## src/design/dcache_cfg_pkg.sv

```systemverilog
package dcache_cfg_pkg;

    // cache geometry
    localparam int nway           = 2;
    localparam int nset           = 256;
    localparam int line_bytes     = 16;
    localparam int words_per_line = 4;

    // split of a 32-bit byte address
    localparam int tag_w    = 20;
    localparam int index_w  = 8;
    localparam int offset_w = 4;

    // word-in-line select, the rest of the offset picks the byte
    localparam int word_w = $clog2(words_per_line);

    localparam int line_w = line_bytes * 8;

    // replacement lfsr, the seed must be nonzero
    localparam int                 lfsr_w    = 16;
    localparam logic [lfsr_w-1:0] lfsr_seed = 16'hace1;

endpackage

```

## src/design/dcache_victim_lfsr.sv

```systemverilog
`timescale 1ns/1ps

module dcache_victim_lfsr
    import dcache_cfg_pkg::*;
(
    input  logic clk,
    input  logic rst,
    output logic victim_o
);

    logic [lfsr_w-1:0] lfsr_q;
    logic              fb;

    // x^16 + x^14 + x^13 + x^11 + 1, maximal length
    assign fb = lfsr_q[15] ^ lfsr_q[13] ^ lfsr_q[12] ^ lfsr_q[10];

    always_ff @(posedge clk) begin
        if (rst) begin
            lfsr_q <= lfsr_seed;
        end else begin
            lfsr_q <= {lfsr_q[lfsr_w-2:0], fb};
        end
    end

    assign victim_o = lfsr_q[0];

endmodule

```

## config.mk

```make
export PLATFORM = sky130hd
export DESIGN_NAME = dcache_victim_lfsr
export DESIGN_NICKNAME = d
export VERILOG_FILES = /design/src/design/dcache_cfg_pkg.sv /design/src/design/dcache_victim_lfsr.sv
export SDC_FILE = /design/constraint.sdc
export NUM_CORES = 1
export LEC_CHECK = 0
export ABC_AREA = 1
export BUFFER_PORTS_ARGS = -buffer_cell sky130_fd_sc_hd__clkbuf_2
export CAP_MARGIN = 20
export CORE_AREA = 2 2 39 41
export CTS_BUF_LIST = sky130_fd_sc_hd__clkbuf_8 sky130_fd_sc_hd__clkbuf_16
export DETAILED_ROUTE_END_ITERATION = 10
export DIE_AREA = 0 0 41 43
export HOLD_SLACK_MARGIN = 0.06
export PLACE_DENSITY = 0.5
export SLEW_MARGIN = 15
export SYNTH_ARGS = -nofsm -noshare
export SYNTH_HDL_FRONTEND = slang
export SYNTH_SLANG_ARGS = --single-unit
export TNS_END_PERCENT = 5
```

## constraint.sdc

```tcl
create_clock -name clk -period 1.2 [get_ports clk]
set_clock_uncertainty 0.2 [all_clocks]
set_input_delay 0.24 -clock clk [delete_from_list [all_inputs] [get_ports clk]]
set_output_delay 0.24 -clock clk [all_outputs]
set_load 0.03 [all_outputs]
```

==> results of run 1 <==
[layout make-up]
type | instances | area share
clock buffers | 4 | 0.0938
well taps | 16 | 0.0341
repair buffers | 2 | 0.0320
multi-input cells | 30 | 0.215
inverters | 12 | 0.0768
flip-flops and latches | 16 | 0.548
[kinds of logic after synthesis]
family / Yosys count / share of synthesized area
buffers and inverters: 13 / 0.112
flip-flops: 16 / 0.637
AND/OR/NAND/NOR: 30 / 0.251
[power by group]
part / switching (mW) / internal, mW
combinational: 0.0420 / 0.0295
sequential: 0.0133 / 0.567
clock: 0.169 / 0.290
total: 0.225 / 0.887
[synthesized netlist by cell type]
master,number,share of area
inv_1,12,0.090
dfxtp_1,16,0.64
or2_1,5,0.062
nand2_1,16,0.12
nor2_1,8,0.060
nand3_1,1,0.0099
buf_6,1,0.022
[what timing repair did]
action,4_1_cts,5_1_grt
setup endpoints to repair,1,1
setup buffers,0,0
resized for setup,2,1
hold buffers,0,0
hold endpoints to repair,0,0
[worst paths after layout]
path / start / to / cells past startpoint
worst max-delay path: lfsr_q[0] / victim_o / 1
worst min-delay path: rst / lfsr_q[4] / 2
worst max register to register: lfsr_q[13] / lfsr_q[0] / 5
worst min register to register: lfsr_q[4] / lfsr_q[5] / 1
[through the flow]
step / setup slack, ns / utilization / instance area, µm²
finish: 0.0399 / 0.424 / 587
global route: 0.0143 / 0.424 / 587
CTS: 0.00967 / 0.423 / 586
detailed placement: 0.198 / 0.377 / 522
global placement: 0.205 / 0.377 / 522
floorplan: 0.285 / - / 503
[layer usage]
layer / up-vias / global-route usage
met5: - / 0
met4: 0 / 0.120
met3: 4 / 0.0314
met2: 3 / 0.134
met1: 131 / 0.127
li1: 174 / -
[placed cells by master, fill, tap and decap left out]
cell / synthesis / final
nand2_1: 16 / 16
dfxtp_1: 16 / 15
inv_1: 12 / 12
nor2_1: 8 / 8
or2_1: 5 / 5
clkbuf_8: 0 / 5
nand3_1: 1 / 1
clkbuf_2: 0 / 1
dfxtp_2: 0 / 1
==> results by group, run 1 <==
Cells and area
  – Largest register FFs: 16
  – Layout Nets: 67
  – FF+latch area: 322 µm²
  – Top flop regs: lfsr_q (16)
  – Largest Register: lfsr_q
  – Post-route insts no fill: 80
  – Area occupied by multi-input gates: 126 µm²
  – # fillers: 142
  – Layout cells sized above 1: 0.109
  – Synthesis-to-layout area growth: 16.7%
  – # diodes: 0

Clocking
  – Clock root buffer: clkbuf_8
  – CTS tree: built
  – Clock latency on the worst-skew pair: 0.24 ns
  – Worst-path clk slew: 0.06 ns
  – CTS Buffer Depth: 2
  – Clk sink count: 16
  – Total CTS buffers: 3
  – CTS HTree Levels: 1

Setup path
  – Worst Path Arrival: 0.72 ns
  – CP top delay family: flip-flops
  – CP Cell Sequence: clkbuf_8
  – CP Buf/Inv Count: 1
  – Worst path max stage delay: 0.33 ns
  – CP required: 0.76 ns
  – Crit-path slowest cell: dfxtp_2
  – Worst Setup End Kind: primary output
  – CP Class: reg2out
  – CP startpoint kind: flip-flop
  – Crit path max fanout: 2
  – Setup slack, reg-to-reg: 0.22 ns

Yosys
  – Sequential fraction of the synthesis area: 0.637
  – Post-Syn Nets: 61
  – Post-Syn Instances: 59
  – Count of state elements after synthesis: 16
  – Number of distinct library cells after synthesis: 7
  – Syn Area/Cell: 8.53 µm²
  – Yosys warns: 0
  – Mapped Area: 503 µm²

Timing
  – Crit share post-route: 0.967
  – Slew Limit Headroom: 0.852
  – Worst slew pin tran: 0.222 ns
  – Fmax: 862 MHz
  – Hold_ws: 0.121 ns
  – Final setup viols: 0
  – Final min period: 1.16 ns
  – Total Neg Setup Slack: 0 ns
  – RSZ-0062 raised after global routing: no
  – Slew Limit Fails: 0
  – Final Hold Viols: 0

GRT
  – Overflow after GRT: 0
  – Largest net degree at the start of global routing: 15
  – Number of global-route vias before repair: 294
  – First-pass GRT wire length: 1.15 mm
  – Initial antenna violation count: 0
  – GRT Total Usage: 0.107

Power
  – Max VDD drop: 1.17 mV
  – Power density over cell area: 1890 nW/µm²
  – Pleak: 0.312 nW
  – Total Power: 1.11 mW

Die
  – Initial core utilization: 0.363
  – Die W: 41 µm
  – Die area: 1760 µm²
  – Boundary Pins: 3
  – Placeable Area: 1380 µm²
  – Row count: 14
  – DIE HEIGHT: 43 µm

Place
  – Port-buffer cells: 2
  – Post-DP HPWL: 472 µm
  – Placed cells: 76
  – Final GP Congestion: 0.726

Routing
  – Final WL: 665 µm
  – M1 wire length: 340 µm
  – Wire per inst: 8.31 µm
  – Via Count: 312
  – DR vias/cell: 3.90
  – Iteration-0 DRC Markers: 3
  – Routed length on met3: 17 µm
  – Routed Antenna Nets: 0
  – Drt first pass iters: 4
  – Top Metal Used: met4
  – DR DRC count: 0
  – Detailed route wirelength on metal2: 276 µm

Status
  – Status: complete, no violations

Hold path
  – Min-Delay Path Class: in2reg

Job
  – Number of max-cap violations: 0
Power figures use the tool's default switching activity.
==> inputs of run 2 (changes only) <==
GPL_TIMING_DRIVEN = 0   (was unset)
RECOVER_POWER = 100   (was unset)
==> run 2 against run 1 <==
Cell count is the same; power shrank 6.9%; worst hold slack lost 0.075 ns; flip-flop and latch count is the same; global-route usage shrank 0.51 points; largest power group unchanged.
==> results by group, run 2 (same netlist as run 1, synthesis figures left out) <==
Status
  – Status: complete, no violations

GRT
  – Initial antenna violation count: 0
  – Number of global-route vias before repair: 283
  – GRT Total Usage: 0.102
  – Largest net degree at the start of global routing: 11
  – Overflow after GRT: 0
  – First-pass GRT wire length: 1.09 mm

Cells and area
  – Layout Nets: 68
  – Largest Register: lfsr_q
  – Most frequent cells in the layout: nand2_1 (16), dfxtp_1 (15), inv_1 (12), nor2_1 (8), or2_1 (5)
  – Largest register FFs: 16
  – # fillers: 149
  – Commonest non-fill, non-tap cell in the layout: nand2_1
  – Layout cells sized above 1: 0.109
  – Top flop regs: lfsr_q (16)
  – # diodes: 0
  – Synthesis-to-layout area growth: 16.2%

Setup path
  – Worst Setup End Kind: primary output
  – CP Cell Sequence: clkbuf_8
  – CP Buf/Inv Count: 1
  – Worst Path Arrival: 0.72 ns
  – CP top delay family: flip-flops
  – Crit-path slowest cell: dfxtp_2
  – Crit path max fanout: 2
  – Worst path max stage delay: 0.33 ns
  – CP Class: reg2out
  – CP required: 0.76 ns
  – CP startpoint kind: flip-flop

Power
  – Power density over cell area: 1770 nW/µm²
  – Total Power: 1.03 mW
  – Pleak: 0.311 nW
  – Max VDD drop: 0.811 mV

Routing
  – DR DRC count: 0
  – Final WL: 635 µm
  – DR vias/cell: 3.95
  – Wire per inst: 7.94 µm
  – Drt first pass iters: 4
  – Iteration-0 DRC Markers: 5
  – Via Count: 316
  – Routed Antenna Nets: 0

Place
  – Post-DP HPWL: 453 µm
  – Post-place setup slack: 0.162 ns
  – Port-buffer cells: 2
  – Final GP Congestion: 0.590

Die
  – Placeable Area: 1380 µm²
  – Die W: 41 µm
  – Boundary Pins: 3
  – Die area: 1760 µm²
  – DIE HEIGHT: 43 µm
  – Initial core utilization: 0.363
  – Row count: 14

Timing
  – Total Neg Setup Slack: 0 ns
  – Final min period: 1.16 ns
  – RSZ-0062 raised after global routing: no
  – Slew Limit Fails: 0
  – Slew Limit Headroom: 0.933
  – Final setup viols: 0
  – Fmax: 860 MHz
  – Final WS setup: 0.0372 ns
  – Crit share post-route: 0.969
  – Worst slew pin tran: 0.101 ns
  – Final Hold Viols: 0

Clocking
  – Clk sink count: 16
  – CTS Buffer Depth: 2
  – Total CTS buffers: 3
  – CTS HTree Levels: 1
  – Worst-path clk slew: 0.06 ns
  – Number of post-CTS setup repair buffers: 0
  – Clock root buffer: clkbuf_8
  – Clock latency on the worst-skew pair: 0.24 ns
  – CTS tree: built

Job
  – Number of max-cap violations: 0

Hold path
  – Min-Delay Path Class: in2reg
-- run 2: through the flow --
stage / cell area (µm²) / hold slack, ns / util / std cells
global placement: 533 / 0.186 / 0.385 / 77
detailed placement: 533 / 0.190 / 0.385 / 77
CTS: 583 / 0.0456 / 0.421 / 80
finish: 584 / 0.0460 / 0.422 / 80
global route: 584 / 0.0595 / 0.422 / 80
floorplan: 503 / 0.140 / - / 59
-- run 2: final cells by class --
type | count | area, µm² | share of cell area
Timing Repair Buffer | 2 | 18.8 | 0.0321
Tap cell | 16 | 20.0 | 0.0343
Buffer | 1 | 11.3 | 0.0193
Sequential cell | 16 | 322 | 0.550
Multi-Input combinational cell | 30 | 126 | 0.216
Clock buffer | 3 | 41.3 | 0.0707
Inverter | 12 | 45.0 | 0.0771
-- run 2: power breakdown --
part	switching, mW	internal, mW	total [mW]
Clock	0.158	0.222	0.380
Combinational	0.0415	0.0328	0.0743
Sequential	0.0133	0.567	0.580
-- run 2: worst paths after layout --
check                                start         end  slack, ns  depth (start not counted)
worst max-delay path             lfsr_q[0]    victim_o       0.04                          1
worst min-delay path                   rst   lfsr_q[6]       0.05                          2
worst max register to register  lfsr_q[13]   lfsr_q[0]       0.22                          5
worst min register to register   lfsr_q[9]  lfsr_q[10]       0.20                          1
-- run 2: routing by layer --
metal  GRT usage  wire length [µm]  vias up
li1            -                 -      177
met2       0.106               269        1
met3      0.0314                12        2
met5           0                 0        -
met4       0.120                 8        0
met1       0.140               345      136
-- run 2: what timing repair did --
item | 4_1_cts | 5_1_grt
gates resized for setup | 2 | 1
setup endpoints to repair | 1 | 1
endpoints found under the hold margin | 4 | 1
