--- src/design/dcache_cfg_pkg.sv ---
package dcache_cfg_pkg;

    // cache geometry
    localparam int nway           = 2;
    localparam int nset           = 256;
    localparam int line_bytes     = 16;
    localparam int words_per_line = 4;

    // split of a 32-bit byte address
    localparam int tag_w    = 20;
    localparam int index_w  = 8;
    localparam int offset_w = 4;

    // word-in-line select, the rest of the offset picks the byte
    localparam int word_w = $clog2(words_per_line);

    localparam int line_w = line_bytes * 8;

    // replacement lfsr, the seed must be nonzero
    localparam int                 lfsr_w    = 16;
    localparam logic [lfsr_w-1:0] lfsr_seed = 16'hace1;

endpackage

--- src/design/dcache_types_pkg.sv ---
package dcache_types_pkg;
    import dcache_cfg_pkg::*;

    // one address word, seen either raw or as cache fields
    typedef union packed {
        logic [31:0] raw;
        struct packed {
            logic [tag_w-1:0]           tag;
            logic [index_w-1:0]         index;
            logic [word_w-1:0]          word;
            logic [offset_w-word_w-1:0] byte_sel;
        } f;
    } cache_addr_u;

    // outstanding processor request
    typedef struct packed {
        logic        valid;
        cache_addr_u addr;
        logic [3:0]  wstrb;
        logic [31:0] wdata;
    } cpu_req_t;

    // per-line tag entry
    typedef struct packed {
        logic             dirty;
        logic             valid;
        logic [tag_w-1:0] tag;
    } tag_entry_t;

    // write into one way, data bytes gated by be
    typedef struct packed {
        logic                  we;
        logic [index_w-1:0]    index;
        tag_entry_t            tag;
        logic [line_bytes-1:0] be;
        logic [line_w-1:0]     data;
    } way_wr_t;

    // miss command to the memory port
    typedef struct packed {
        logic              start;
        logic              dirty;
        cache_addr_u       wb_addr;
        logic [line_w-1:0] wb_line;
        cache_addr_u       rd_addr;
    } mem_cmd_t;

    // line-wide memory request
    typedef struct packed {
        logic              req;
        logic              we;
        logic [31:0]       addr;
        logic [line_w-1:0] wdata;
    } mem_bus_t;

endpackage

--- src/design/dcache_ctrl.sv ---
`timescale 1ns/1ps

module dcache_ctrl
    import dcache_cfg_pkg::*;
    import dcache_types_pkg::*;
(
    input  logic                        clk,
    input  logic                        rst,
    input  cpu_req_t                    req_i,
    input  tag_entry_t [nway-1:0]       tags_i,
    input  logic [nway-1:0][line_w-1:0] lines_i,
    input  logic                        victim_i,
    input  logic                        refill_valid_i,
    input  logic [line_w-1:0]           refill_line_i,
    output logic [index_w-1:0]          rd_index_o,
    output way_wr_t [nway-1:0]          way_wr_o,
    output mem_cmd_t                    mem_cmd_o,
    output logic                        done_o,
    output logic                        data_ok_o,
    output logic [31:0]                 rdata_o
);

    typedef enum logic [1:0] {idle, lookup, refill_wait} state_e;

    state_e                state_q;
    state_e                state_n;
    state_e                state;
    logic                  victim_q;
    logic                  is_store;
    logic [nway-1:0]       hit_way;
    logic                  hit;
    logic                  hit_sel;
    logic [line_w-1:0]     hit_line;
    logic [line_bytes-1:0] st_be;
    logic [line_w-1:0]     st_line;
    logic [line_w-1:0]     refill_merged;

    assign is_store   = |req_i.wstrb;
    assign rd_index_o = req_i.addr.f.index;

    // a freshly captured request is looked up in its first cycle
    assign state = (state_q == idle && req_i.valid) ? lookup : state_q;

    always_ff @(posedge clk) begin
        if (rst) begin
            state_q <= idle;
        end else begin
            state_q <= state_n;
        end
    end

    always_comb begin
        state_n = state_q;
        case (state)
            lookup: begin
                state_n = hit ? idle : refill_wait;
            end
            refill_wait: begin
                if (refill_valid_i) begin
                    state_n = idle;
                end
            end
            default: begin
                state_n = idle;
            end
        endcase
    end

    // tag compare over both ways
    always_comb begin
        for (int i = 0; i < nway; i++) begin
            hit_way[i] = tags_i[i].valid && (tags_i[i].tag == req_i.addr.f.tag);
        end
    end

    assign hit      = |hit_way;
    assign hit_sel  = hit_way[1];
    assign hit_line = lines_i[hit_sel];

    // store bytes placed at their word in the line
    always_comb begin
        st_be = '0;
        st_be[req_i.addr.f.word*4 +: 4] = req_i.wstrb;
    end

    assign st_line = {words_per_line{req_i.wdata}};

    // refill line with any store bytes laid over it
    always_comb begin
        for (int b = 0; b < line_bytes; b++) begin
            refill_merged[b*8 +: 8] = st_be[b] ? st_line[b*8 +: 8] : refill_line_i[b*8 +: 8];
        end
    end

    // victim is frozen for the whole miss
    always_ff @(posedge clk) begin
        if (state == lookup && !hit) begin
            victim_q <= victim_i;
        end
    end

    always_comb begin
        for (int i = 0; i < nway; i++) begin
            way_wr_o[i]           = '0;
            way_wr_o[i].index     = req_i.addr.f.index;
            way_wr_o[i].tag.tag   = req_i.addr.f.tag;
            way_wr_o[i].tag.valid = 1'b1;
            if (state == lookup && hit_way[i] && is_store) begin
                // write hit, only the strobed bytes change
                way_wr_o[i].we        = 1'b1;
                way_wr_o[i].tag.dirty = 1'b1;
                way_wr_o[i].be        = st_be;
                way_wr_o[i].data      = st_line;
            end else if (state == refill_wait && refill_valid_i && victim_q == 1'(i)) begin
                way_wr_o[i].we        = 1'b1;
                way_wr_o[i].tag.dirty = is_store;
                way_wr_o[i].be        = '1;
                way_wr_o[i].data      = refill_merged;
            end
        end
    end

    // miss command, the memory port latches it on start
    always_comb begin
        mem_cmd_o                 = '0;
        mem_cmd_o.start           = (state == lookup) && !hit;
        mem_cmd_o.dirty           = tags_i[victim_i].valid && tags_i[victim_i].dirty;
        mem_cmd_o.wb_addr.f.tag   = tags_i[victim_i].tag;
        mem_cmd_o.wb_addr.f.index = req_i.addr.f.index;
        mem_cmd_o.wb_line         = lines_i[victim_i];
        mem_cmd_o.rd_addr.f.tag   = req_i.addr.f.tag;
        mem_cmd_o.rd_addr.f.index = req_i.addr.f.index;
    end

    // response, stores return zero
    always_comb begin
        data_ok_o = 1'b0;
        rdata_o   = '0;
        case (state)
            lookup: begin
                data_ok_o = hit;
                if (hit && !is_store) begin
                    rdata_o = hit_line[req_i.addr.f.word*32 +: 32];
                end
            end
            refill_wait: begin
                data_ok_o = refill_valid_i;
                if (refill_valid_i && !is_store) begin
                    rdata_o = refill_line_i[req_i.addr.f.word*32 +: 32];
                end
            end
            default: begin
            end
        endcase
    end

    assign done_o = data_ok_o;

endmodule

--- config.mk ---
export PLATFORM = sky130hd
export DESIGN_NAME = dcache_ctrl
export DESIGN_NICKNAME = d
export VERILOG_FILES = /design/src/design/dcache_cfg_pkg.sv /design/src/design/dcache_types_pkg.sv /design/src/design/dcache_ctrl.sv
export SDC_FILE = /design/constraint.sdc
export NUM_CORES = 1
export LEC_CHECK = 0
export BUFFER_PORTS_ARGS = -buffer_cell sky130_fd_sc_hd__clkbuf_2
export CAP_MARGIN = 20
export CORE_AREA = 2 2 422 424
export DETAILED_ROUTE_END_ITERATION = 6
export DIE_AREA = 0 0 424 426
export HOLD_SLACK_MARGIN = 0.02
export SYNTH_ARGS = -nofsm -noshare
export SYNTH_HDL_FRONTEND = slang
export SYNTH_SLANG_ARGS = --single-unit
--- constraint.sdc ---
create_clock -name clk -period 4.2 [get_ports clk]
set_clock_uncertainty 0.05 [all_clocks]
set_input_delay 0.84 -clock clk [delete_from_list [all_inputs] [get_ports clk]]
set_output_delay 0.84 -clock clk [all_outputs]
set_load 0.02 [all_outputs]
==> impl_metrics.csv <==
group,metric,value,unit
run_status,status,"finished, violations left",
run_status,violations,"negative setup slack",
timing,slew_violations,0,
global_route,grt_usage,15.62,%
synth,yosys_warnings,0,
synth,async_flop_share,0,%
clock_network,numCtsBuffers,3,
synth,syn_area_per_cell,8.931,um2
placement,post-place-ws,-0.5674,ns
routing,antenna_left,0,
synth,synth_top_cell_by_area,"a22o_1",
pwr,vdd_drop_max,0.0001077,V
floorplan,pin_count,1087,
synth,syn_area,9788,um2
synth,ys_types,53,
finish,fin_area,20460,um2
floorplan,std_cell_rows,154,
finish,layout_commonest_cell,"clkbuf_2",
synth,syn_inst,1096,
pwr,finalPower,2.248,mW
finish,drive_above_1_share,75.65,%
routing,route.detailed.drc,0,
timing,final_hold_viol_count,0,
timing,rsz0062_at_grt,"yes",
placement,numPortBuffers,1026,
worst_setup_path,crit_start,"req_i[50]",
floorplan,die_height,426,um
floorplan,die_area,180600,um2
job,cap_violations,0,
floorplan,die_w,424,um
pwr,p_seq_share,1.1,%
pwr,intPower,891.7,uW
worst_setup_path,crit_arrival,3.61,ns
timing,worst_pin_slew,1.086,ns
timing,worst_slack,-0.2983,ns
pwr,swShare,60.34,%
global_route,grt_pass1_vias,15680,
timing,setup_viol,225,
finish,fillers,20390,
clock_network,clk_latency,0.22,ns
timing,fmax,0.2223,GHz
global_route,antenna_found_initial,45,
clock_network,clock_path_buffers,2,
synth,yosysTopAreaCellShare,23.00,%
routing,vias,16030,
routing,wl_per_cell,33.14,um
clock_network,cts_root_buffer,"clkbuf_16",
worst_setup_path,critPathKind,"in2out",
routing,drt-pass1-iter-count,6,
worst_hold_path,hold_path.class,"reg2reg",
routing,wl_met3,16810,um
timing,period_share,107.1,%
routing,routed-wl-met2,73580,um
worst_setup_path,cp-end-kind,"primary output",
global_route,grt_pass1_wl,182400,um
pwr,p_switching,1.357,mW
placement,gp_congestion,0.9793,
synth,ys_dominant_reg_cell,"edfxtp_1",
clock_network,path_clk_slew,0.03,ns
routing,wirelength,150400,um
routing,drt_iter0_drc,1445,
pwr,powerDensity,109.9,nW/um2
finish,final_cell_mix,"clkbuf_2 (947), a22o_1 (243), buf_4 (208)",
global_route,overflow,0,
clock_network,htreeDepth,1,
pwr,p_leak,9.285,nW
synth,synth-edff-count,1,
worst_setup_path,cp-start-kind,"input pin",
clock_network,cts.sinks,2,
routing,top_layer_used,"met5",
synth,ys_seq_area_share,0.5113,%
worst_setup_path,r2r_start,"state_q[1]$_SDFFE_PP0P_",
finish,final_core_util,11.64,%
timing,setup-tns-final,-30.81,ns
finish,syn_to_final_growth,109.0,%
pwr,pwr-share-comb,92.2,%
synth,synth_area_leaders,"a22o_1 (23%), mux4_2 (19%), mux2_2 (17%)",
worst_hold_path,min_from,"state_q[1]$_SDFFE_PP0P_",
floorplan,initial_core_util,5.570,%
timing,slew-limit-headroom,27.58,%
routing,met1_length,56200,um
synth,synth_seq_cells,2,
timing,fin_crit,4.498,ns
clock_network,cts_tree,"yes",
pwr,clkPwrFrac,6.7,%
placement,hpwl,137100,um
placement,postPlaceCellArea,19200,um2
worst_setup_path,cp_data_required_time,3.31,ns
global_route,grt_max_degree,48,
floorplan,core_area,175700,um2
finish,fin_nets,2684,
routing,vias_per_cell,3.532,
worst_setup_path,cp_max_fo,10,
==> area by class of cell <==
type | instances | area, um2 | share of cell area, %
antenna | 21 | 52.55 | 0.2568
clock buffer | 4 | 78.83 | 0.3852
timing repair buffer | 1291 | 8317 | 40.64
inverter | 4 | 15.01 | 0.07338
tap | 2340 | 2928 | 14.31
sequential | 2 | 50.05 | 0.2446
multi-input combinational | 876 | 9021 | 44.09
==> cell families after synthesis <==
| kind of cell | synth area share (%) |
|---|---|
| multiplexers | 36.24 |
| flip-flops | 0.5113 |
| AO/OA/AOI/OAI | 36.44 |
| other | 0.07673 |
| buffers and inverters | 13.88 |
| AND/OR/NAND/NOR | 8.629 |
| XOR/XNOR | 3.579 |
| adder cells (fa/ha/maj) | 0.6391 |
==> flip-flops by register name, indices dropped and copies added (netlist names) <==
register	cells
victim_q	1
state_q	1
==> per-layer routing <==
metal	track usage, %	vias up
met5	0	-
met4	3.434	14
met3	6.299	146
met2	26.88	1077
met1	18.04	8241
li1	-	6549
==> repair_timing <==
action,CTS,global route
hold buffers,0,0
endpoints found under the setup margin,327,311
pin swaps,39,8
gates resized for setup,163,27
gates cloned,3,0
setup buffers,22,1
==> synthesized netlist by cell type (all sizes together) (2+ instances only) <==
| library cell | n |
|---|---|
| a22o | 257 |
| buf | 170 |
| mux2 | 149 |
| mux4 | 83 |
| o21ai | 66 |
| clkbuf | 52 |
| a21oi | 49 |
| nand2 | 40 |
| xnor2 | 37 |
| and2 | 32 |
| a221o | 18 |
| nand4 | 16 |
| nor3 | 14 |
| a31o | 12 |
| nand3 | 10 |
| nor2 | 9 |
| or2 | 9 |
| and3 | 8 |
| a21o | 7 |
| o22a | 7 |
| o31a | 7 |
| a211o | 5 |
| a311oi | 5 |
| ha | 5 |
| nor4 | 5 |
| a211oi | 3 |
| inv | 3 |
| xor2 | 3 |
| conb | 2 |
| nand2b | 2 |
| nor4b | 2 |
| nor4bb | 2 |
==> per-stage QoR <==
step / hold WS (ns) / std cells
floorplan: 0.4273 / 1104
global placement: 0.4897 / 4490
detailed placement: 0.4962 / 4490
CTS: 0.4998 / 4516
global route: 0.5285 / 4527
finish: 0.5112 / 4538
==> critical path: stages <==
cell and delay [ns]:
clkbuf_2 0.10, buf_4 0.15, xnor2_1 0.29, nand3_2 0.13
nor4_4 0.27, buf_4 0.19, and2_4 0.21, buf_12 0.21
buf_12 0.15, mux4_2 0.54, a221o_1 0.32, buf_2 0.16
==> path summary, 6_finish.rpt <==
path / cells after the start / slack, ns / endpoint
max: 12 / -0.30 / rdata_o[13]
min: 2 / 0.51 / state_q[1]$_SDFFE_PP0P_
max reg2reg: 4 / 2.82 / victim_q$_DFFE_PP_
min reg2reg: 2 / 0.51 / state_q[1]$_SDFFE_PP0P_
==> power by group through the flow <==
stage          Combinational [mW]  Sequential, mW  Clock, mW
6_report                     2.07          0.0238      0.151
5_1_grt                      2.15          0.0242      0.158
4_1_cts                      2.08          0.0238      0.152
3_5_place_dp                 2.01          0.0241          0
3_3_place_gp                 2.01          0.0240          0
2_1_floorplan               0.896          0.0231          0
Power figures use the tool's default switching activity.
