[config.mk]
export PLATFORM = sky130hd
export DESIGN_NAME = dcache_req_stage
export DESIGN_NICKNAME = d
export VERILOG_FILES = /design/src/design/dcache_cfg_pkg.sv /design/src/design/dcache_types_pkg.sv /design/src/design/dcache_req_stage.sv
export SDC_FILE = /design/constraint.sdc
export NUM_CORES = 1
export LEC_CHECK = 0
export BUFFER_PORTS_ARGS = -buffer_cell sky130_fd_sc_hd__buf_2
export CORE_AREA = 3 3 70 98
export CTS_BUF_LIST = sky130_fd_sc_hd__clkbuf_4
export CTS_CLUSTER_SIZE = 10
export DETAILED_ROUTE_END_ITERATION = 10
export DIE_AREA = 0 0 73 101
export HOLD_SLACK_MARGIN = 0.02
export PLACE_DENSITY = 0.67
export SYNTH_ARGS = -nofsm -noshare
export SYNTH_HDL_FRONTEND = slang
export SYNTH_SLANG_ARGS = --single-unit
[constraint.sdc]
create_clock -name clk -period 1.4 [get_ports clk]
set_input_delay 0.28 -clock clk [delete_from_list [all_inputs] [get_ports clk]]
set_output_delay 0.28 -clock clk [all_outputs]
set_load 0.02 [all_outputs]
[src/design/dcache_cfg_pkg.sv]
package dcache_cfg_pkg;

    // cache geometry
    localparam int nway           = 2;
    localparam int nset           = 256;
    localparam int line_bytes     = 16;
    localparam int words_per_line = 4;

    // split of a 32-bit byte address
    localparam int tag_w    = 20;
    localparam int index_w  = 8;
    localparam int offset_w = 4;

    // word-in-line select, the rest of the offset picks the byte
    localparam int word_w = $clog2(words_per_line);

    localparam int line_w = line_bytes * 8;

    // replacement lfsr, the seed must be nonzero
    localparam int                 lfsr_w    = 16;
    localparam logic [lfsr_w-1:0] lfsr_seed = 16'hace1;

endpackage

[src/design/dcache_types_pkg.sv]
package dcache_types_pkg;
    import dcache_cfg_pkg::*;

    // one address word, seen either raw or as cache fields
    typedef union packed {
        logic [31:0] raw;
        struct packed {
            logic [tag_w-1:0]           tag;
            logic [index_w-1:0]         index;
            logic [word_w-1:0]          word;
            logic [offset_w-word_w-1:0] byte_sel;
        } f;
    } cache_addr_u;

    // outstanding processor request
    typedef struct packed {
        logic        valid;
        cache_addr_u addr;
        logic [3:0]  wstrb;
        logic [31:0] wdata;
    } cpu_req_t;

    // per-line tag entry
    typedef struct packed {
        logic             dirty;
        logic             valid;
        logic [tag_w-1:0] tag;
    } tag_entry_t;

    // write into one way, data bytes gated by be
    typedef struct packed {
        logic                  we;
        logic [index_w-1:0]    index;
        tag_entry_t            tag;
        logic [line_bytes-1:0] be;
        logic [line_w-1:0]     data;
    } way_wr_t;

    // miss command to the memory port
    typedef struct packed {
        logic              start;
        logic              dirty;
        cache_addr_u       wb_addr;
        logic [line_w-1:0] wb_line;
        cache_addr_u       rd_addr;
    } mem_cmd_t;

    // line-wide memory request
    typedef struct packed {
        logic              req;
        logic              we;
        logic [31:0]       addr;
        logic [line_w-1:0] wdata;
    } mem_bus_t;

endpackage

[src/design/dcache_req_stage.sv]
`timescale 1ns/1ps

module dcache_req_stage
    import dcache_types_pkg::*;
(
    input  logic        clk,
    input  logic        rst,
    input  logic        valid_i,
    input  logic [31:0] addr_i,
    input  logic [3:0]  wstrb_i,
    input  logic [31:0] wdata_i,
    input  logic        done_i,
    output cpu_req_t    req_o
);

    logic        valid_q;
    cache_addr_u addr_q;
    logic [3:0]  wstrb_q;
    logic [31:0] wdata_q;

    // a new strobe wins over the done of the previous request
    always_ff @(posedge clk) begin
        if (rst) begin
            valid_q <= 1'b0;
        end else if (valid_i) begin
            valid_q <= 1'b1;
        end else if (done_i) begin
            valid_q <= 1'b0;
        end
    end

    always_ff @(posedge clk) begin
        if (valid_i) begin
            addr_q.raw <= addr_i;
            wstrb_q    <= wstrb_i;
            wdata_q    <= wdata_i;
        end
    end

    always_comb begin
        req_o.valid = valid_q;
        req_o.addr  = addr_q;
        req_o.wstrb = wstrb_q;
        req_o.wdata = wdata_q;
    end

endmodule

==> results.md, run 1 <==
* Clk_skew at 0 ns
* CP Buf/Inv Count at 1
* Critical path, cell by cell: buf_2
* Data arrival time of the critical path at 0.94 ns
* Initial antenna violation count at 0
* DRC at 0
* Total Wirelength at 4.98 mm
* CORE AREA at about 0.0062 mm²
* Total gr overflow at 0
* Die area at between 0.007 and 0.008 mm²
* Clk sink count at 69
* Die width at 73 µm
* First-pass GRT wire length at 6.47 mm
* DIE HEIGHT at between 100 and 150 µm
* GRT Util Overall at 0.124
* H-tree depth at 3
* Slowest stage delay, CP at 0.40 ns
* Max-cap violation count at 0
* Fmax at 817 MHz
* Layout cell share with drive strength beyond 1 at 0.579
* Port bufs at 140
* Final slew viol count at 0
* Cts bufs inserted at 9
* Pin count of the biggest net entering global routing at 42
* Diodes inserted at 0
* RSZ-0062 raised after global routing: false
* Crit path launch type: flip-flop
* Fill cells at 530
* Initial DRC Count at 73
* Critical Path Fanout Max at 1
* Max_slew headroom at 0.851
* Worst ir drop on vdd at 688 µV
* Initial Util at 0.339
* Clk_lat worst skew at 0.37 ns
* CTS root buf: clkbuf_4
* Post-route cell area at 0.00341 mm²
* Tmin final at ~1.2 ns
* Post-Route Utilization at 0.553
* Hold Path Class: in2reg
* CP delay by family, top: flip-flops
* Fin nets at about 340
* HPWL Detailed at 3.40 mm
* Final hold violations at 0
* # rows at 34
* Vias in the first global route at 1352
* Syn avg cell area at 28.6 µm²
* CP endpoint kind: primary output
* Mapped Area at 0.00209 mm²
* Detail Route Antenna Nets at 0
* Syn_nets at 145
* Ranking of synthesized cells by area: edfxtp_1, dfxtp_1, a21oi_2
* Clock Path Buffers at 2
* Worst setup margin at 0.176 ns
* Initial DRT Pass Iterations at 4
* Fin Setup TNS at 0 ns
* CTS tree: done
* Synthesized flop and latch total at 69
* Final setup fails at 0
* Cell count after synthesis at 73
* Syn. warnings at 0
* Area after DPL at 0.00291 mm²
* Area grow syn2layout at 63.4%
* Seq/Total Area, Yosys at 0.987
* Synth unique cells at 6
* Ports at 141
* DR WL/cell at 14.7 µm
* Clock-pin slew on the worst setup and hold paths at 0.10 ns
* GPL Wtd Cong at 0.663
* Worst setup path category: reg2out
* Overall Power at roughly 4.2 mW
* Area leader, netlist: edfxtp_1
* Leakage power at 1.48 nW
* PD cells at 1220 mW/mm²
* Final Cycle Share at 0.875
* DR vias/cell at ~4.3
* Slowest cell on crit path: edfxtp_1
* Routed vias at 1441
* Critical Path RT at about 1.1 ns
* Setup WS pre-CTS at approximately 0.40 ns
* Top cell type's share of synthesized area at 0.978
* Status: finished clean
* Worst slew pin tran at roughly 0.22 ns
==> layout by cell type (no fill, tap or decap) <==
cell type      Yosys  final
a21oi_2            1      1
buf_12             0      2
nand2b_1           1      1
buf_2              0    140
dlygate4sd3_1      0     39
dfxtp_1            1      1
edfxtp_1          68     68
bufinv_16          0      1
inv_1              1      1
clkinv_2           0      1
clkinv_1           0      2
clkbuf_4           0      9
==> stage by stage <==
step,hold WS (ns),instances
floorplan,0.342,73
global placement,0.441,286
detailed placement,0.441,286
CTS,0.0200,311
global route,0.0154,338
finish,0.0716,338
==> power breakdown <==
part / internal [mW] / switching, mW
clock network: 0.503 / 0.593
logic: 0.255 / 0.346
registers: 2.45 / 0.0362
==> path summary, 6_finish.rpt <==
kind | slack [ns] | from | endpoint | cells past startpoint
min reg2reg | 0.48 | valid_q$_SDFFE_PP0P_ | valid_q$_SDFFE_PP0P_ | 2
max | 0.18 | addr_q[6]$_DFFE_PP_ | req_o[42] | 1
max reg2reg | 0.82 | valid_q$_SDFFE_PP0P_ | valid_q$_SDFFE_PP0P_ | 2
min | 0.07 | addr_i[18] | addr_q[18]$_DFFE_PP_ | 1
==> repair_timing <==
action / in CTS / in global routing
setup buffers: 0 / 0
hold buffers: 12 / 27
resized for setup: 0 / 0
endpoints found under the hold margin: 12 / 27
setup endpoints to repair: 0 / 0
==> cells by family after synthesis <==
group / count (synthesis) / synth area share
flops: 69 / 0.987
buf+inv: 2 / 0.00539
simple gates: 1 / 0.00300
compound gates: 1 / 0.00419
==> synth_stat cells <==
cell type  count
buf_4          1
inv_1          1
dfxtp_1        1
nand2b_1       1
edfxtp_1      68
a21oi_2        1
==> routing by layer <==
metal,GRT usage,routed length [µm],vias to the layer above,share of wire
li1,-,-,674,-
met1,0.112,1510,692,0.30
met2,0.222,3050,66,0.61
met3,0.0459,287,9,0.058
met4,0.0795,123,0,0.025
met5,0,0,-,0
==> cell type report <==
class / count / area (µm²) / area share
inverters: 1 / 3.75 / 0.00110
well taps: 72 / 90.1 / 0.0264
flip-flops and latches: 69 / 2060 / 0.604
clock buffers: 9 / 67.6 / 0.0198
multi-input cells: 2 / 15.0 / 0.00440
repair buffers: 181 / 1130 / 0.331
clock inverters: 4 / 42.5 / 0.0125
==> state kept, by name, summed over array words and instances (netlist names) <==
signal	count
addr_q	32
valid_q	1
wdata_q	32
wstrb_q	4
(Power assumes the default switching activity.)
==> run 2, diff against run 1 <==
CELL_PAD_IN_SITES_DETAIL_PLACEMENT = 0   (was default)
CELL_PAD_IN_SITES_GLOBAL_PLACEMENT = 1   (was default)
PLACE_DENSITY = 0.82   (was 0.67)
==> run 2 against run 1 <==
- cell area rose by 7.4%
- sequential power barely moved
- fmax fell by 2.0%
- first-iteration DRC count did not move
- total power rose by 3.4%
- register-to-register slack got worse by 0.02 ns
==> results.md, run 2 (synthesized netlist as in run 1, its figures left out) <==
* Leakage power at 1.58 nW (+7.0%)
* Final setup fails at 0 (unchanged)
* Pin count of the biggest net entering global routing at 70 (+67%)
* Critical path, cell by cell: buf_2
* Overall Power at 4.32 mW (+3.4%)
* GPL Wtd Cong at 0.654 (-1.4%)
* Detail Route Antenna Nets at 0 (unchanged)
* DIE HEIGHT at 101 µm (unchanged)
* Post-Route Utilization at 0.594 (+0.0410)
* Routed vias at 1563 (+8.5%)
* RSZ-0062 raised after global routing: false
* Max_slew headroom at 0.757 (-0.0936)
* Clk_lat worst skew at 0.39 ns (+0.02 ns)
* Setup WS pre-CTS at 0.324 ns (-0.0763 ns)
* Vias in the first global route at 1535 (+14%)
* Total gr overflow at 0 (unchanged)
* Fmax at 801 MHz (-2.0%)
* Critical Path Fanout Max at 1 (unchanged)
* Hold Path Class: in2reg
* Slowest stage delay, CP at 0.40 ns (about the same)
* HPWL Detailed at 3.37 mm (-1.0%)
* Worst setup margin at 0.151 ns (-0.0248 ns)
* Final slew viol count at 0 (unchanged)
* Die width at 73 µm (unchanged)
* Critical Path RT at 1.12 ns (about the same)
* DR vias/cell at 4.28 (+0.44%)
* Final Cycle Share at 0.892 (+0.0177)
* Cts bufs inserted at 9 (unchanged)
* Largest regs: addr_q x32, wdata_q x32, wstrb_q x4
* Critical path origin: addr_q[2]$_DFFE_PP_
* Max-cap violation count at 0 (unchanged)
* Diodes inserted at 0 (unchanged)
* DRC at 0 (unchanged)
* Reg2reg setup slack at 0.80 ns (-0.02 ns)
* Fin nets at 361 (+7.4%)
* Slowest cell on crit path: edfxtp_1
* DR WL/cell at 15.5 µm (+5.4%)
* CP Buf/Inv Count at 1 (unchanged)
* CP endpoint kind: primary output
* Initial DRC Count at 73 (unchanged)
* Worst setup path category: reg2out
* Die area at 0.00737 mm² (unchanged)
* Final hold violations at 0 (unchanged)
* Fin Setup TNS at 0 ns (unchanged)
* Clock-pin slew on the worst setup and hold paths at 0.11 ns (about the same)
* CTS tree: done
* Area after DPL at 0.00289 mm² (-0.69%)
* H-tree depth at 3 (unchanged)
* Initial antenna violation count at 0 (unchanged)
* Post-route cell area at 0.00366 mm² (+7.4%)
* CTS root buf: clkbuf_4
* Total Wirelength at 5.67 mm (+14%)
* Port bufs at 140 (unchanged)
* FF-to-FF End: valid_q$_SDFFE_PP0P_
* R2R cell count at 2 (unchanged)
* Ports at 141 (unchanged)
* Worst slew pin tran at 0.364 ns (+0.140 ns)
* CORE AREA at 0.00617 mm² (unchanged)
* CP delay by family, top: flip-flops
* Area grow syn2layout at 75.5%
* Layout cell share with drive strength beyond 1 at 0.529 (-0.0499)
* Crit path capture: req_o[38]
* Clk sink count at 69 (unchanged)
* Data arrival time of the critical path at 0.97 ns (+0.03 ns)
* Worst reg2reg startpoint: valid_q$_SDFFE_PP0P_
* # rows at 34 (unchanged)
* GRT Util Overall at 0.140 (+0.0161)
* Clock Path Buffers at 2 (unchanged)
* PD cells at 1180 mW/mm² (-3.7%)
* Initial Util at 0.339 (unchanged)
* Worst ir drop on vdd at 682 µV (-0.85%)
* Status: finished clean
* Crit path launch type: flip-flop
* Commonest cells after routing, fill and taps aside: buf_2, edfxtp_1, dlygate4sd3_1
* First-pass GRT wire length at 7.21 mm (+11%)
* Tmin final at 1.25 ns (+0.0248 ns)
* Commonest non-fill, non-tap cell in the layout: buf_2
* Critical Path Stages at 1 (unchanged)
* Initial DRT Pass Iterations at 4 (unchanged)
* Clk_skew at 0 ns (unchanged)
-- run 2: cell types whose count changed in the layout (fill, tap and decap cells not counted) --
| cell | delta |
|---|---|
| buf_12 | -1 |
| clkinvlp_4 | +1 |
| dlygate4sd3_1 | +26 |
| clkinv_2 | +1 |
-- run 2: final cells by class --
cell class / instances / area, µm²
Inverter: 1 / 3.75
Timing Repair Buffer: 206 / 1370
Sequential cell: 69 / 2060
Clock buffer: 9 / 67.6
Fill cell: 474 / 2500
Clock inverter: 6 / 55.1
Multi-Input combinational cell: 2 / 15.0
Tap cell: 72 / 90.1
-- run 2: power breakdown --
group | total [mW] | internal, mW | leakage [nW] | switching [mW]
logic | 0.658 | 0.297 | 0.841 | 0.361
registers | 2.48 | 2.45 | 0.674 | 0.0388
clock network | 1.18 | 0.517 | 0.0666 | 0.661
-- run 2: how the worst min path moves through the flow --
stage,endpoint,slack (ns),cells after the start,startpoint
final,addr_q[9]$_DFFE_PP_,0.06,1,addr_i[9]
after global routing,addr_q[25]$_DFFE_PP_,0.02,1,addr_i[25]
after CTS,wstrb_q[3]$_DFFE_PP_,0.02,1,wstrb_i[3]
after detailed placement,valid_q$_SDFFE_PP0P_,0.44,2,rst
after global placement,valid_q$_SDFFE_PP0P_,0.44,2,rst
after floorplan,valid_q$_SDFFE_PP0P_,0.34,1,rst
-- run 2: per-stage QoR --
stage / std cells / hold slack [ns]
final: 365 / 0.0580
after global routing: 365 / 0.0193
after CTS: 335 / 0.0200
after detailed placement: 285 / 0.444
after global placement: 285 / 0.441
after floorplan: 73 / 0.342
-- run 2: timing repair --
| item | in CTS | in global routing |
|---|---|---|
| setup buffers | 0 | 0 |
| endpoints found under the hold margin | 35 | 30 |
| hold buffers | 35 | 30 |
| resized for setup | 0 | 0 |
-- run 2: layer usage --
metal	vias to the layer above	global-route usage	wire length, µm
met5	-	0	0
met4	0	0.0895	184
met3	14	0.0609	350
met2	76	0.248	3290
met1	748	0.124	1840
li1	725	-	-
