## src/design/dcache_cfg_pkg.sv

```systemverilog
package dcache_cfg_pkg;

    // cache geometry
    localparam int nway           = 2;
    localparam int nset           = 256;
    localparam int line_bytes     = 16;
    localparam int words_per_line = 4;

    // split of a 32-bit byte address
    localparam int tag_w    = 20;
    localparam int index_w  = 8;
    localparam int offset_w = 4;

    // word-in-line select, the rest of the offset picks the byte
    localparam int word_w = $clog2(words_per_line);

    localparam int line_w = line_bytes * 8;

    // replacement lfsr, the seed must be nonzero
    localparam int                 lfsr_w    = 16;
    localparam logic [lfsr_w-1:0] lfsr_seed = 16'hace1;

endpackage

```

## src/design/dcache_types_pkg.sv

```systemverilog
package dcache_types_pkg;
    import dcache_cfg_pkg::*;

    // one address word, seen either raw or as cache fields
    typedef union packed {
        logic [31:0] raw;
        struct packed {
            logic [tag_w-1:0]           tag;
            logic [index_w-1:0]         index;
            logic [word_w-1:0]          word;
            logic [offset_w-word_w-1:0] byte_sel;
        } f;
    } cache_addr_u;

    // outstanding processor request
    typedef struct packed {
        logic        valid;
        cache_addr_u addr;
        logic [3:0]  wstrb;
        logic [31:0] wdata;
    } cpu_req_t;

    // per-line tag entry
    typedef struct packed {
        logic             dirty;
        logic             valid;
        logic [tag_w-1:0] tag;
    } tag_entry_t;

    // write into one way, data bytes gated by be
    typedef struct packed {
        logic                  we;
        logic [index_w-1:0]    index;
        tag_entry_t            tag;
        logic [line_bytes-1:0] be;
        logic [line_w-1:0]     data;
    } way_wr_t;

    // miss command to the memory port
    typedef struct packed {
        logic              start;
        logic              dirty;
        cache_addr_u       wb_addr;
        logic [line_w-1:0] wb_line;
        cache_addr_u       rd_addr;
    } mem_cmd_t;

    // line-wide memory request
    typedef struct packed {
        logic              req;
        logic              we;
        logic [31:0]       addr;
        logic [line_w-1:0] wdata;
    } mem_bus_t;

endpackage

```

## src/design/dcache_mem_port.sv

```systemverilog
`timescale 1ns/1ps

module dcache_mem_port
    import dcache_cfg_pkg::*;
    import dcache_types_pkg::*;
(
    input  logic              clk,
    input  logic              rst,
    input  mem_cmd_t          cmd_i,
    input  logic              mem_rdy_i,
    input  logic              mem_rvalid_i,
    input  logic              mem_bvalid_i,
    input  logic [line_w-1:0] mem_rdata_i,
    output mem_bus_t          mem_o,
    output logic              refill_valid_o,
    output logic [line_w-1:0] refill_line_o
);

    typedef enum logic [2:0] {idle, wb_req, wb_wait, rd_req, rd_wait} state_e;

    state_e   state_q;
    state_e   state_n;
    mem_cmd_t cmd_q;

    always_ff @(posedge clk) begin
        if (rst) begin
            state_q <= idle;
        end else begin
            state_q <= state_n;
        end
    end

    // held for the whole sequence so req fields stay stable
    always_ff @(posedge clk) begin
        if (state_q == idle && cmd_i.start) begin
            cmd_q <= cmd_i;
        end
    end

    always_comb begin
        state_n = state_q;
        case (state_q)
            idle: begin
                if (cmd_i.start) begin
                    // clean victims skip the write-back
                    state_n = cmd_i.dirty ? wb_req : rd_req;
                end
            end
            wb_req: begin
                if (mem_rdy_i) begin
                    state_n = wb_wait;
                end
            end
            wb_wait: begin
                if (mem_bvalid_i) begin
                    state_n = rd_req;
                end
            end
            rd_req: begin
                if (mem_rdy_i) begin
                    state_n = rd_wait;
                end
            end
            rd_wait: begin
                if (mem_rvalid_i) begin
                    state_n = idle;
                end
            end
            default: begin
                state_n = idle;
            end
        endcase
    end

    always_comb begin
        mem_o = '0;
        case (state_q)
            wb_req: begin
                mem_o.req   = 1'b1;
                mem_o.we    = 1'b1;
                mem_o.addr  = cmd_q.wb_addr.raw;
                mem_o.wdata = cmd_q.wb_line;
            end
            rd_req: begin
                mem_o.req  = 1'b1;
                mem_o.addr = cmd_q.rd_addr.raw;
            end
            default: begin
            end
        endcase
    end

    assign refill_valid_o = (state_q == rd_wait) && mem_rvalid_i;
    assign refill_line_o  = mem_rdata_i;

endmodule

```

## config.mk

```make
export PLATFORM = sky130hd
export DESIGN_NAME = dcache_mem_port
export DESIGN_NICKNAME = d
export VERILOG_FILES = /design/src/design/dcache_cfg_pkg.sv /design/src/design/dcache_types_pkg.sv /design/src/design/dcache_mem_port.sv
export SDC_FILE = /design/constraint.sdc
export NUM_CORES = 1
export LEC_CHECK = 0
export BUFFER_PORTS_ARGS = -buffer_cell sky130_fd_sc_hd__buf_2
export CORE_AREA = 3 3 238 240
export CTS_CLUSTER_DIAMETER = 200
export DETAILED_ROUTE_END_ITERATION = 8
export DIE_AREA = 0 0 241 243
export SLEW_MARGIN = 15
export SYNTH_ARGS = -nofsm -noshare
export SYNTH_HDL_FRONTEND = slang
export SYNTH_SLANG_ARGS = --single-unit
```

## constraint.sdc

```tcl
create_clock -name clk -period 35.8 [get_ports clk]
set_input_delay 3.58 -clock clk [delete_from_list [all_inputs] [get_ports clk]]
set_output_delay 3.58 -clock clk [all_outputs]
set_load 0.01 [all_outputs]
```

==> flow_metrics.py, run 1 <==
metrics = {
    "placement": {
        "detailedPlacementHpwl_um": 26700,
        "io_buffers": 361,
        "globalplace.congestion": 0.760,
    },
    "cts": {
        "cts_num_sinks": 195,
        "post_cts_sizing": 0,
        "htree_levels": 4,
        "worst_setup_hold_path_clk_slew_ns": 0.07,
        "cts_tree": "done",
        "cts_hold_buf": 0,
        "ctsRootBufferMaster": "clkbuf_16",
        "cts_buffer_depth": 2,
        "post_cts_buffers": 0,
        "tritoncts_buffers": 17,
        "clk-insertion-delay-late_ns": 0.47,
    },
    "synthesis": {
        "share_of_cell_area_taken_by_muxes_after_synthesis_pct": 4.00,
        "synth_simple_gate_area_share_pct": 11.9,
        "synth.yosys.seq_area_share_pct": 70.3,
        "synth.ff_latch_count": 195,
        "syn_nets": 881,
        "synth_area_um2": 8280,
        "compound_cell_area_share_of_the_yosys_netlist_pct": 0.483,
        "synth_warn": 0,
        "synthCells": 554,
        "synth_top_family_by_area": "buffers and inverters",
        "synthDistinctLibCells": 24,
        "postSynthAreaPerCell_um2": 14.9,
        "adder_cell_share_of_the_synthesized_area_pct": 0,
        "yosys.area_share.xor_xnor_pct": 0,
    },
    "power_and_ir_drop": {
        "pwr-share-seq_pct": 51.1,
        "p_leak_nw": 4.37,
        "power_frac_comb_pct": 12.8,
        "pwr_density_cell_nw_per_um2": 51.7,
        "internal-power_mw": 0.412,
        "netSwitchingPower_mw": 0.133,
        "switching_share_pct": 24.4,
        "power.clock.fraction_pct": 36.1,
        "worst_ir_drop_vdd_uv": 32.8,
        "final_total_power_mw": 0.544,
    },
    "worst_setup_path": {
        "cp.arrival_ns": 4.00,
        "start_kind": "input pin",
        "required_ns": 32.22,
        "critPathBufInv": 2,
        "timing.critical_path.depth": 4,
        "critPathMaxFanout": 2,
        "critical_path.top_delay_family": "buffers and inverters",
        "timing.reg2reg.worst_path_depth": 4,
        "cpPeakStageDelay_ns": 0.16,
        "end_kind": "output pin",
        "crit_chain": "buf_2 -> nand2_1 -> nor3_1 -> buf_2",
        "critical_path.slowest_cell": "buf_2",
        "setup.worst_path.class": "input pin to output pin",
        "critical_path.most_common_cell": "buf_2",
    },
    "drt": {
        "drt_iter0_markers": 183,
        "remaining_drc_errors": 0,
        "post_drt_wl_per_cell_um": 21.5,
        "detail_route.first_pass.iterations": 4,
        "via_count": 5023,
        "vias_per_cell": 3.33,
        "totalWireLength_um": 32500,
        "ant_nets": 0,
    },
    "timing": {
        "grt_setup_unrepaired": "false",
        "period_utilization_post_route_pct": 21.2,
        "measured_slew_at_the_worst_slew_check_pin_ns": 0.937,
        "timing.setup.tns_ns": 0,
        "setup_viol_count_final": 0,
        "fmax_ghz": 0.132,
        "slew-limit-headroom_pct": 37.5,
        "fin_worst_skew_ns": 0.00848,
        "time_the_final_worst_path_needs_with_i_o_delays_and_setup_ns": 7.58,
        "hold_ws_ns": 0.672,
        "hold_viol_final": 0,
        "final-max-slew-violation-count": 0,
    },
    "floorplanning": {
        "core_region_area_um2": 54900,
        "die_height_um": 243,
        "die_width_um": 241,
        "core.rowCount": 86,
        "floorplan.die_area_um2": 58600,
        "ioPinCount": 618,
        "effective_utilization_at_floorplan_pct": 15.1,
    },
    "global_routing": {
        "globalRoute.totalOverflow": 0,
        "global_route.usage.met3_pct": 8.16,
        "grt_first_pass_wirelength_um": 42300,
        "grt_usage_pct": 10.8,
        "antenna_found_initial": 4,
        "globalRouteMet2Util_pct": 19.9,
        "grt-busiest-layer": "met2",
        "grt_start_max_net_pins": 97,
        "grt.met1_usage_pct": 7.14,
        "grt_pass1_vias": 5370,
    },
    "min_path": {
        "min_delay_worst_type": "flop to flop",
        "holdPathStages": 2,
    },
    "run": {
        "max_cap_viols": 0,
    },
    "cells_and_area": {
        "layout-drive-gt1-share_pct": 50.2,
        "syn_to_final_growth_pct": 27.2,
        "nNetsFinal": 1117,
    },
    "outcome": {
        "status": "complete, no violations",
    },
}
==> area by class of cell <==
type | count | area [um2]
Clock inverter | 14 | 158
Multi-Input combinational cell | 207 | 1370
Clock buffer | 18 | 429
Fill cell | 5954 | 44300
Antenna cell | 1 | 2.50
Timing Repair Buffer | 368 | 1870
Tap cell | 704 | 881
Sequential cell | 195 | 5830
Inverter | 1 | 3.75
==> routing by layer <==
layer  up-vias  wire [um]
met1      2302       7680
met4         6       1900
met3        76       5660
met2       389      17200
met5         -         28
li1       2250          -
==> synth_stat cells <==
cell        n  share of area (%)
edfxtp_1  192                 70
buf_4     134                 12
and2_1    128                9.7
mux2i_1    32                3.9
nor2_1     32                1.5
clkbuf_2   11               0.66
buf_2       4               0.24
a21oi_1     3               0.18
dfxtp_1     3               0.73
a211oi_1    1              0.091
a311o_1     1               0.12
buf_6       1               0.14
clkbuf_1    1              0.045
inv_1       1              0.045
mux2_2      1               0.14
nand2_1     1              0.045
nand2b_1    1              0.076
nand4b_1    1               0.11
nor3_1      1              0.060
nor3b_2     1               0.15
nor4b_1     1               0.11
o21a_1      1              0.091
or3b_2      1               0.11
or4b_1      1               0.12
==> cell families after synthesis <==
family                 Yosys count
AND/OR/NAND/NOR                168
AO/OA/AOI/OAI                    6
multiplexers                    33
flip-flops                     195
buffers and inverters          152
==> tightest hold or removal path, stage by stage, from the launching register on <==
cell      delay (ns)
dfxtp_1         0.41
nand4b_1        0.14
a21oi_1         0.07
==> through the flow <==
| step | setup slack (ns) | cells | area (um2) | util (%) |
|---|---|---|---|---|
| floorplan | 11.73 | 554 | 8280 | - |
| global placement | 28.19 | 1474 | 9930 | 18.1 |
| detailed placement | 28.21 | 1475 | 9950 | 18.1 |
| CTS | 28.21 | 1507 | 10500 | 19.2 |
| global route | 28.14 | 1508 | 10500 | 19.2 |
| finish | 28.22 | 1508 | 10500 | 19.2 |
==> final timing paths <==
check | start | to | slack [ns]
worst min register to register | state_q[0]$_SDFFE_PP0P_ | state_q[2]$_SDFFE_PP0P_ | 0.67
worst max-delay path | mem_rvalid_i | refill_valid_o | 28.22
worst max register to register | state_q[1]$_SDFFE_PP0P_ | cmd_q[91]$_DFFE_PP_ | 32.85
worst min-delay path | state_q[0]$_SDFFE_PP0P_ | state_q[2]$_SDFFE_PP0P_ | 0.67
==> state kept, by name, summed over array words and instances (netlist names) <==
register and flops:
cmd_q 192, state_q 3
==> cells in the final DEF (no fill, tap or decap), types with 2 or more instances in the layout <==
master	instances
buf_2	361
edfxtp_1	192
and2_1	128
mux2i_1	32
nor2_1	32
clkbuf_16	17
clkinv_2	6
buf_4	6
a21oi_1	3
inv_6	3
bufinv_16	3
dfxtp_1	2
==> power by group through the flow <==
stage / Clock, mW / Sequential (mW) / Combinational [mW]
6_report: 0.197 / 0.278 / 0.0698
5_1_grt: 0.214 / 0.280 / 0.0782
4_1_cts: 0.208 / 0.278 / 0.0726
3_5_place_dp: 0 / 0.283 / 0.0722
3_3_place_gp: 0 / 0.283 / 0.0708
2_1_floorplan: 0 / 0.295 / 0.0517
Power figures use the tool's default switching activity.
==> run 2, diff against run 1 <==
--- a/config.mk
+++ b/config.mk
@@ -5,11 +5,12 @@
 export SDC_FILE = /design/constraint.sdc
 export NUM_CORES = 1
 export LEC_CHECK = 0
+export ABC_AREA = 1
 export BUFFER_PORTS_ARGS = -buffer_cell sky130_fd_sc_hd__buf_2
-export CORE_AREA = 3 3 238 240
+export CORE_AREA = 3 3 243 245
 export CTS_CLUSTER_DIAMETER = 200
 export DETAILED_ROUTE_END_ITERATION = 8
-export DIE_AREA = 0 0 241 243
+export DIE_AREA = 0 0 246 248
 export SLEW_MARGIN = 15
 export SYNTH_ARGS = -nofsm -noshare
 export SYNTH_HDL_FRONTEND = slang
==> constraint.sdc (replaced) <==
create_clock -name clk -period 7.3 [get_ports clk]
set_input_delay 0.73 -clock clk [delete_from_list [all_inputs] [get_ports clk]]
set_output_delay 0.73 -clock clk [all_outputs]
set_load 0.01 [all_outputs]
==> run 2 against run 1 <==
Via count grew 13%. Cell count grew 16%. Sequential share of layout area is 1.2 points lower. Die area rose by 4.2%. Setup slack worse by 25 ns. Global-route usage is 1.1 points higher. Total power grew to 6.8 times the previous value. Routed wire length up 17%. Design area increased by 2.3%. Clock power grew to 4.9 times the previous value. Critical path type is now flop to output pin. Largest power group unchanged.
==> flow_metrics.py, run 2 <==
metrics = {
    "cts": {
        "post_cts_sizing": 0,
        "post_cts_buffers": 0,
        "tritoncts_buffers": 17,
        "cts_buffer_depth": 2,
        "cts_num_sinks": 195,
        "cts_tree": "done",
        "htree_levels": 4,
        "worst_setup_hold_path_clk_slew_ns": 0.08,
        "cts_hold_buf": 0,
        "clk-insertion-delay-late_ns": 0.47,
        "ctsRootBufferMaster": "clkbuf_16",
    },
    "cells_and_area": {
        "finish.cell_count_without_fillers": 1748,
        "final_core_util_pct": 18.8,
        "most_common_cell_after_layout_fill_and_taps_aside": "buf_2",
        "syn_to_final_growth_pct": 26.6,
        "nNetsFinal": 1296,
        "layout-drive-gt1-share_pct": 40.9,
        "largest_register_ffs": 192,
        "reg.largest.list": "cmd_q x192, state_q x3",
        "layout.cells.most_common_list": "buf_2 (361), edfxtp_1 (192), inv_1 (135), nor2_1 (134), nand2_1 (74)",
        "regMostFlops": "cmd_q",
    },
    "outcome": {
        "status": "complete, no violations",
    },
    "worst_setup_path": {
        "setup.worst_path.class": "flop to output pin",
        "start_kind": "flop",
        "critPathMaxFanout": 49,
        "critical_path.slowest_cell": "nor2_4",
        "cpPeakStageDelay_ns": 0.71,
        "reg2reg_setup_slack_ns": 4.52,
        "required_ns": 6.57,
        "cp.arrival_ns": 3.34,
        "end_kind": "output pin",
        "crit_chain": "inv_2 -> nor2_4 -> nand2_4 -> inv_2 -> nand2_1 -> nand2_1 -> buf_2",
    },
    "power_and_ir_drop": {
        "p_leak_nw": 5.11,
        "pwr-share-seq_pct": 44.3,
        "final_total_power_mw": 3.70,
        "power_frac_comb_pct": 29.4,
        "power.clock.fraction_pct": 26.3,
        "internal-power_mw": 2.41,
        "worst_ir_drop_vdd_uv": 203,
        "pwr_density_cell_nw_per_um2": 344,
        "netSwitchingPower_mw": 1.30,
        "switching_share_pct": 35.0,
    },
    "drt": {
        "ant_nets": 0,
        "vias_per_cell": 3.26,
        "remaining_drc_errors": 0,
        "totalWireLength_um": 37900,
        "drt_iter0_markers": 223,
        "post_drt_wl_per_cell_um": 21.7,
        "via_count": 5700,
        "detail_route.first_pass.iterations": 4,
    },
    "synthesis": {
        "syn_nets": 1063,
        "synthDistinctLibCells": 20,
        "synth_area_um2": 8510,
        "ys_top_cells_by_count": "edfxtp_1 (192), inv_1 (135), nor2_1 (134)",
        "synth_async_sr_flop_share_pct": 0,
        "number_of_enable_flip_flop_cells_after_synthesis": 192,
        "post-synth-top-area-cell": "edfxtp_1",
        "synthCells": 736,
        "ys_top_cells_by_area": "edfxtp_1 (68%), buf_4 (11%), inv_1 (6.0%), nor2_1 (5.9%), nand2_1 (3.3%)",
        "postSynthAreaPerCell_um2": 11.6,
        "synth_warn": 0,
        "synth.ff_latch_count": 195,
        "post_synth_top_flop": "edfxtp_1",
        "post-synth-top-area-fraction_pct": 67.7,
        "most_used_standard_cell_by_instance_count_after_synthesis": "edfxtp_1",
        "synth.yosys.seq_area_share_pct": 68.4,
    },
    "timing": {
        "hold_viol_final": 0,
        "measured_slew_at_the_worst_slew_check_pin_ns": 0.962,
        "setup_viol_count_final": 0,
        "time_the_final_worst_path_needs_with_i_o_delays_and_setup_ns": 4.07,
        "fmax_ghz": 0.246,
        "hold_ws_ns": 0.426,
        "grt_setup_unrepaired": "false",
        "fin_worst_skew_ns": 0.0103,
        "timing.setup.tns_ns": 0,
        "period_utilization_post_route_pct": 55.7,
        "final-max-slew-violation-count": 0,
        "slew-limit-headroom_pct": 35.9,
    },
    "run": {
        "max_cap_viols": 0,
    },
    "placement": {
        "globalplace.congestion": 0.857,
        "io_buffers": 361,
        "detailedPlacementHpwl_um": 32000,
        "post-place-cells": 1715,
    },
    "floorplanning": {
        "die_height_um": 248,
        "floorplan.die_area_um2": 61000,
        "ioPinCount": 618,
        "die_width_um": 246,
        "core_region_area_um2": 57400,
        "effective_utilization_at_floorplan_pct": 14.8,
        "core.rowCount": 88,
    },
    "global_routing": {
        "antenna_found_initial": 3,
        "grt_pass1_vias": 5769,
        "grt_first_pass_wirelength_um": 47700,
        "globalRoute.totalOverflow": 0,
        "grt_usage_pct": 11.9,
        "grt_start_max_net_pins": 83,
    },
    "min_path": {
        "min_delay_worst_type": "input pin to flop",
    },
}
[run 2: area by class of cell]
class / instances / area [um2]
flip-flops and latches: 195 / 5830
clock inverters: 15 / 173
inverters: 137 / 514
clock buffers: 17 / 425
fillers: 6336 / 46600
diodes: 1 / 2.50
well taps: 765 / 957
repair buffers: 366 / 1840
multi-input cells: 252 / 1030
[run 2: cells by family (layout without fill, tap and decap cells)]
family                 Yosys count  in the layout  share of synthesized area [%]
other                            0              1                              0
flip-flops                     195            195                           68.4
AO/OA/AOI/OAI                    3              3                          0.235
AND/OR/NAND/NOR                249            249                           11.7
buffers and inverters          289            535                           19.6
[run 2: path summary, 6_finish.rpt]
check,from,end,depth (start not counted)
setup / recovery,state_q[0]$_SDFFE_PP0P_,mem_o[136],7
hold / removal,cmd_i[33],cmd_q[33]$_DFFE_PP_,1
setup reg to reg,state_q[2]$_SDFFE_PP0P_,cmd_q[102]$_DFFE_PP_,5
hold reg to reg,state_q[0]$_SDFFE_PP0P_,state_q[0]$_SDFFE_PP0P_,3
[run 2: power groups by stage]
stage               clock network, mW  logic, mW  registers, mW
detailed placement                  0       1.12           1.67
global route                     1.07       1.22           1.66
finish                          0.974       1.09           1.64
global placement                    0       1.10           1.66
CTS                              1.03       1.12           1.64
floorplan                           0      0.748           1.69
[run 2: metrics by stage]
step | instance area (um2) | worst slack [ns]
floorplan | 8530 | 1.49
global placement | 10200 | 3.75
detailed placement | 10200 | 3.65
CTS | 10800 | 3.08
global route | 10800 | 2.85
finish | 10800 | 3.23
[run 2: critical path, delay by kind of cell (launching register included)]
kind	cells	cell delay [ns]
simple gates	4	1.51
flops	1	0.43
buf+inv	3	0.89
[run 2: per-layer routing]
| layer | global-route usage (%) | vias to the layer above | wire [um] |
|---|---|---|---|
| met5 | 0.238 | - | 27 |
| met4 | 6.83 | 4 | 1800 |
| met3 | 8.39 | 47 | 6100 |
| met2 | 23.4 | 448 | 21400 |
| met1 | 7.65 | 2553 | 8550 |
| li1 | - | 2648 | - |
